[config.mk]
export PLATFORM = sky130hd
export DESIGN_NAME = mem_bank_ram_flat
export DESIGN_NICKNAME = d
export VERILOG_FILES = /design/src/mem_host_pkg.sv /design/src/mem_bank_pkg.sv /design/src/mem_bank_if.sv /design/src/mem_bank_ram.sv /design/src/flat_wrapper.sv
export VERILOG_INCLUDE_DIRS = /design/src /design/src/src
export SDC_FILE = /design/constraint.sdc
export NUM_CORES = 2
export LEC_CHECK = 0
export BUFFER_PORTS_ARGS = -buffer_cell sky130_fd_sc_hd__buf_4
export CELL_PAD_IN_SITES_DETAIL_PLACEMENT = 1
export CELL_PAD_IN_SITES_GLOBAL_PLACEMENT = 1
export CORE_ASPECT_RATIO = 1.4
export CORE_MARGIN = 10
export CORE_UTILIZATION = 40
export CTS_BUF_LIST = sky130_fd_sc_hd__clkbuf_4
export DETAILED_ROUTE_END_ITERATION = 7
export PLACE_DENSITY_LB_ADDON = 0.1
export SETUP_SLACK_MARGIN = 0.15
export SLEW_MARGIN = 25
export SYNTH_ARGS = -nofsm -noshare
export SYNTH_HDL_FRONTEND = slang
export SYNTH_SLANG_ARGS = --single-unit
[constraint.sdc]
create_clock -name clk_i -period 2.7 [get_ports clk_i]
set_input_delay 0.135 -clock clk_i [delete_from_list [all_inputs] [get_ports clk_i]]
set_output_delay 0.135 -clock clk_i [all_outputs]
set_load 0.02 [all_outputs]
[src/mem_defs.svh]
////////////////////////////////////////////////////////////////////////////
// banked memory sizing
// bank count, depth and word width, and the widths derived from them
////////////////////////////////////////////////////////////////////////////

`ifndef MEM_DEFS_SVH
`define MEM_DEFS_SVH

// number of banks, a power of two of at least 2
`define MEM_BANKS 4
// total words over all banks
`define MEM_WORDS 256
// bytes per data word
`define MEM_BYTES 4

`define MEM_DATA_W (8 * `MEM_BYTES)
`define MEM_ADDR_W ($clog2(`MEM_WORDS))
`define MEM_SEL_W  ($clog2(`MEM_BANKS))
// row bits left above the bank select
`define MEM_ROW_W  (`MEM_ADDR_W - `MEM_SEL_W)

`endif

[src/mem_host_pkg.sv]
////////////////////////////////////////////////////////////////////////////
// host side types
// word address, data word and byte write mask seen by the host
////////////////////////////////////////////////////////////////////////////

`default_nettype none

`include "mem_defs.svh"

package mem_host_pkg;

  // word address over the whole memory
  typedef logic [`MEM_ADDR_W-1:0] addr_t;

  // one data word
  typedef logic [`MEM_DATA_W-1:0] data_t;

  // bit k enables byte k of the word
  typedef logic [`MEM_BYTES-1:0] mask_t;

endpackage

`default_nettype wire

[src/mem_bank_pkg.sv]
////////////////////////////////////////////////////////////////////////////
// bank side types
// bank select, row and the two views of a word address
////////////////////////////////////////////////////////////////////////////

`default_nettype none

`include "mem_defs.svh"

package mem_bank_pkg;

  // which bank, taken from the low address bits
  typedef logic [`MEM_SEL_W-1:0] sel_t;

  // word index inside one bank
  typedef logic [`MEM_ROW_W-1:0] row_t;

  // row sits above the bank select
  typedef struct packed {
    row_t row;
    sel_t sel;
  } addr_split_t;

  // flat address on the host side, row and bank on the bank side
  typedef union packed {
    mem_host_pkg::addr_t flat;
    addr_split_t         split;
  } addr_view_u;

endpackage

`default_nettype wire

[src/mem_bank_if.sv]
////////////////////////////////////////////////////////////////////////////
// bank interface
// one access from the request port to a RAM bank and its read word
// back to the read multiplexer
////////////////////////////////////////////////////////////////////////////

`timescale 1ns/1ps
`default_nettype none

interface mem_bank_if;

  logic                en;
  logic                we;
  mem_bank_pkg::row_t  row;
  mem_host_pkg::data_t wdata;
  mem_host_pkg::mask_t wmask;
  // registered old word of the last enabled access
  mem_host_pkg::data_t rdata;

  modport req (
    output en,
    output we,
    output row,
    output wdata,
    output wmask
  );

  modport ram (
    input  en,
    input  we,
    input  row,
    input  wdata,
    input  wmask,
    output rdata
  );

  modport rd (
    input  rdata
  );

endinterface

`default_nettype wire

[src/mem_bank_ram.sv]
////////////////////////////////////////////////////////////////////////////
// RAM bank
// byte-masked synchronous single-port RAM, read before write
////////////////////////////////////////////////////////////////////////////

`timescale 1ns/1ps
`default_nettype none

`include "mem_defs.svh"

module mem_bank_ram (
  input  wire logic clk_i,
  mem_bank_if.ram   bank
);

  // each bank holds an equal share of the words
  localparam int unsigned BANK_WORDS = `MEM_WORDS / `MEM_BANKS;

  mem_host_pkg::data_t mem_q [BANK_WORDS];

  // old word comes out on every enabled cycle, writes included
  always_ff @(posedge clk_i)
  begin
    if (bank.en)
    begin
      bank.rdata <= mem_q[bank.row];
    end
  end

  // only bytes with their mask bit set are updated
  always_ff @(posedge clk_i)
  begin
    if (bank.en && bank.we)
    begin
      for (int k = 0; k < `MEM_BYTES; k++)
      begin
        if (bank.wmask[k])
        begin
          mem_q[bank.row][8*k +: 8] <= bank.wdata[8*k +: 8];
        end
      end
    end
  end

endmodule

`default_nettype wire

[src/flat_wrapper.sv]
// flat-port wrapper written by rule: the top's interface ports become plain ports
module mem_bank_ram_flat 
  (clk_i, bank_en, bank_we, bank_row, bank_wdata, bank_wmask, bank_rdata);
  mem_bank_if bank_i ();
  input  wire logic clk_i;
  input wire logic [$bits(bank_i.en)-1:0] bank_en;
  input wire logic [$bits(bank_i.we)-1:0] bank_we;
  input wire logic [$bits(bank_i.row)-1:0] bank_row;
  input wire logic [$bits(bank_i.wdata)-1:0] bank_wdata;
  input wire logic [$bits(bank_i.wmask)-1:0] bank_wmask;
  output wire logic [$bits(bank_i.rdata)-1:0] bank_rdata;
  assign bank_i.en = bank_en;
  assign bank_i.we = bank_we;
  assign bank_i.row = bank_row;
  assign bank_i.wdata = bank_wdata;
  assign bank_i.wmask = bank_wmask;
  assign bank_rdata = bank_i.rdata;
  mem_bank_ram u_core (.clk_i(clk_i), .bank(bank_i));
endmodule
* Word-level counts from Yosys, hierarchy flattened *
Memory sizes are Yosys's and may differ from the RTL's. A register that Yosys moved wholly into a read port is not among the register bits.
Index checks and enable logic that the tools add are counted.

storage, ports and cells
  logic and storage cells = 14
  bits in registers = 0
  RAM bits = 2,048
  memories kept = 1
  output and inout port bits = 32

operators by class
  mux-type cells = 12
  reduce and logical (&&, ||, !) cells = 1

memories
  memory        depth  width  read ports  clocked after memory_dff  write ports  RTL line            source
  u_core.mem_q  64     32     1           1                         1            mem_bank_ram.sv:19  mem_host_pkg::data_t mem_q [BANK_WORDS];

operator list
  kind               count
  1-bit 2-to-1 mux   12
  1-bit logical AND  1

* Longest topological paths before layout *
  word-level depth = 3
  depth in mapped cells = 9

* Worst setup path before layout *
Ideal clock, no wire load.

  kind = input -> register
  from = in bank_row[3]
  to = mem u_core.mem_q[10][0] (netlist bit), enable pin
  buffers on the path = 3
  data required time = 2.330 ns
  stages on the path = 6
  data arrival time = 1.685 ns
  setup time = 0.370 ns
  setup slack = 0.645 ns
  cells stage by stage = clkbuf_1 > buf_2 > nor3b_1 > clkbuf_1 > nand2_1 > nor2_1

RTL lines
  item                RTL line            source
  start: declaration  flat_wrapper.sv:8   input wire logic [$bits(bank_i.row)-1:0] bank_row;
  end: declaration    mem_bank_ram.sv:19

No word-level cell before the write port.

* Final worst setup path *
  from = in bank_row[1]
  to = mem u_core.mem_q[57][0] (netlist bit), enable pin

No word-level cell before the write port.

==> impl_metrics.toml <==
[global_route]
gr-usage-all-layers_pct = 26.3
grt_pass1_wl_mm = 407
antenna_found_initial = 37
grt_max_degree = 65
grt_overflow = 0
grt_pass1_vias = 52400

[status]
status = "completed"

[logic_synthesis]
synthTopCellsByCount = "edfxtp_1, a22oi_1, nor2_1"
synthTopCellsByArea = "edfxtp_1, a22oi_1, mux4_2, mux2_2, mux2i_1"
postSynthCellCount = 4532
synth-async-reset-ratio_pct = 0
synth_top_area_share_pct = 78.0
synth-main-ff-cell = "edfxtp_1"
ys_warn_count = 0
synth_area_um2 = 80100
syn_area_per_cell_um2 = 17.7
ys_ff_latch = 2080
yosysTopAreaCell = "edfxtp_1"
syn-num-nets = 4577
synth_edf_count = 2080
yosysSeqAreaShare_pct = 78.0
ys_types = 59
synth_most_common_cell = "edfxtp_1"

[clocking]
cts.sinks = 2080
clk_pin_slew_ps = 70
cts-root-buf = "clkbuf_4"
worstSkewPairLatency_ps = 1330
clock_path_buffers = 4
postCtsSetupRepairBufs = 0
htreeDepth = 6
cts_tree = "built"
cts_inserted_buffers = 532

[sta]
rsz0062_at_grt = "false"
finalMaxSlewViolations = 0
hold_viol = 0
finalClockSkew_ps = 118
finalSetupViolCount = 0
relSlewSlack_pct = 35.5
period_minus_slack_ps = 2490
whs_ps = 84.1
timing.fmax_mhz = 402
period_share_pct = 92.1
setup_tns_ps = 0
worst_pin_slew_ps = 966

[finish]
drive_gt1_share_pct = 29.8
fin_util_pct = 47.9
final_cell_area_um2 = 95500
final.fill_count = 19100
nNetsFinal = 5525
area_delta_synth_final_pct = 19.2

[placed_design]
dp_hpwl_mm = 193
place_congestion = 0.861
io_buffers = 76
placed_cell_area_um2 = 88200

[drt]
drt-total-wl_mm = 294
dr.first_iter.drc_count = 5051
vias = 50000
drcViolationCount = 0
drt-wirelength-per-cell_um = 34.7
postRouteAntennaNets = 0
avgViaCountPerCell = 5.91
dr.pass1.iters = 7

[floorplan]
coreArea_um2 = 199000
dieWidth_um = 398
die_area_um2 = 219000
fp-row-count = 194
initial_core_util_pct = 40.2
die_h_um = 549
io_pins = 77

[setup_path]
worst-setup-path-type = "in -> reg"
crit_fanout = 17
cp_data_required_time_ps = 3720
crit_arrival_ps = 3500
r2r_cells = 6
crit_chain = "dlygate4sd3_1 -> buf_8 -> buf_4 -> nand2b_1 -> buf_4 -> or3_1 -> dlygate4sd3_1 -> buf_4 -> nor2_1 -> dlygate4sd3_1"
slowest_delay_ps = 600
cp-start-kind = "input port"
end_kind = "flop"
slowest_stage = "dlygate4sd3_1"

[hold_path]
hold_path_class = "in -> reg"
whs_path_depth = 2

[flow_run]
max_cap_violations = 0

[pwr]
vdd_drop_max_uv = 336
p_leak_nw = 31.5
powerDensity_nw_per_um2 = 696
[cells in the final DEF, fill, tap and decap left out, types with 22 or more instances in the layout]
cell type and instances:
edfxtp_1 2080, clkbuf_4 731, buf_4 604, a22oi_1 429
nor2_1 262, nand2_1 143, a221oi_1 128, mux2_2 124
o22ai_1 120, mux2i_1 113, buf_12 88, clkinv_1 83
a21oi_1 80, mux4_2 77, dlygate4sd3_1 65, a221o_1 58
nand3_1 51, a222oi_1 43, o21ai_0 41, a31oi_1 41
o22a_1 31, and3b_1 29, and3_1 27, a211oi_1 23
nand3b_1 22, o221ai_1 22
[area by class of cell]
type                            count  area [um2]  share of cell area, %
Antenna cell                       10        25.0                 0.0262
Inverter                            4        18.8                 0.0197
Timing Repair Buffer              769        7170                   7.52
Clock buffer                      731        5490                   5.75
Sequential cell                  2080       62500                   65.4
Multi-Input combinational cell   2093       16100                   16.8
Clock inverter                    128         901                  0.944
Tap cell                         2646        3310                   3.47
[path summary, 6_finish.rpt]
path                                   from                               to  slack (ps)
max                             bank_row[1]    u_core.mem_q[57][0]$_DFFE_PP_         210
min                          bank_wdata[14]   u_core.mem_q[49][14]$_DFFE_PP_          80
max reg2reg   u_core.mem_q[61][3]$_DFFE_PP_   u_core.bank.rdata[3]$_DFFE_PP_         250
min reg2reg  u_core.mem_q[62][26]$_DFFE_PP_  u_core.bank.rdata[26]$_DFFE_PP_         720
[through the flow]
step / setup slack, ps / power, mW / std cells
final: 214 / 66.4 / 8461
after global routing: 174 / 68.9 / 8455
after CTS: 118 / 67.1 / 8451
after detailed placement: -281 / 40.5 / 7519
after global placement: -271 / 40.4 / 7518
after floorplan: 645 / 38.1 / 4532
[worst max-delay path, delay by kind of cell]
kind,cells,cell delay [ps]
buffers and inverters,7,2590
AND/OR/NAND/NOR,3,720
[logic make-up after synthesis]
group	share of synthesized area [%]
buf+inv	2.08
flops	78.0
mux	5.46
simple gates	4.27
compound gates	10.2
[registers in the layout, summed over array words and instances, names as in the netlist]
name,count
u_core.bank.rdata,32
u_core.mem_q,2048
[layer usage]
metal	wire, um	up-vias	global-route usage (%)
li1	-	21000	-
met1	115000	26500	32.9
met2	148000	2072	45.0
met3	17500	511	3.89
met4	13100	4	11.6
met5	23	-	0
[where the power goes]
group,total (mW),internal (mW),switching (mW)
combinational,4.12,1.34,2.78
clock,26.5,13.8,12.7
sequential,35.8,35.7,0.159
[what timing repair did]
item	CTS	global route
hold endpoints to repair	3160	0
hold buffers	73	0
setup endpoints to repair	3	0
gates resized for setup	3	0
No activity file was read; power rests on OpenSTA's default activity.
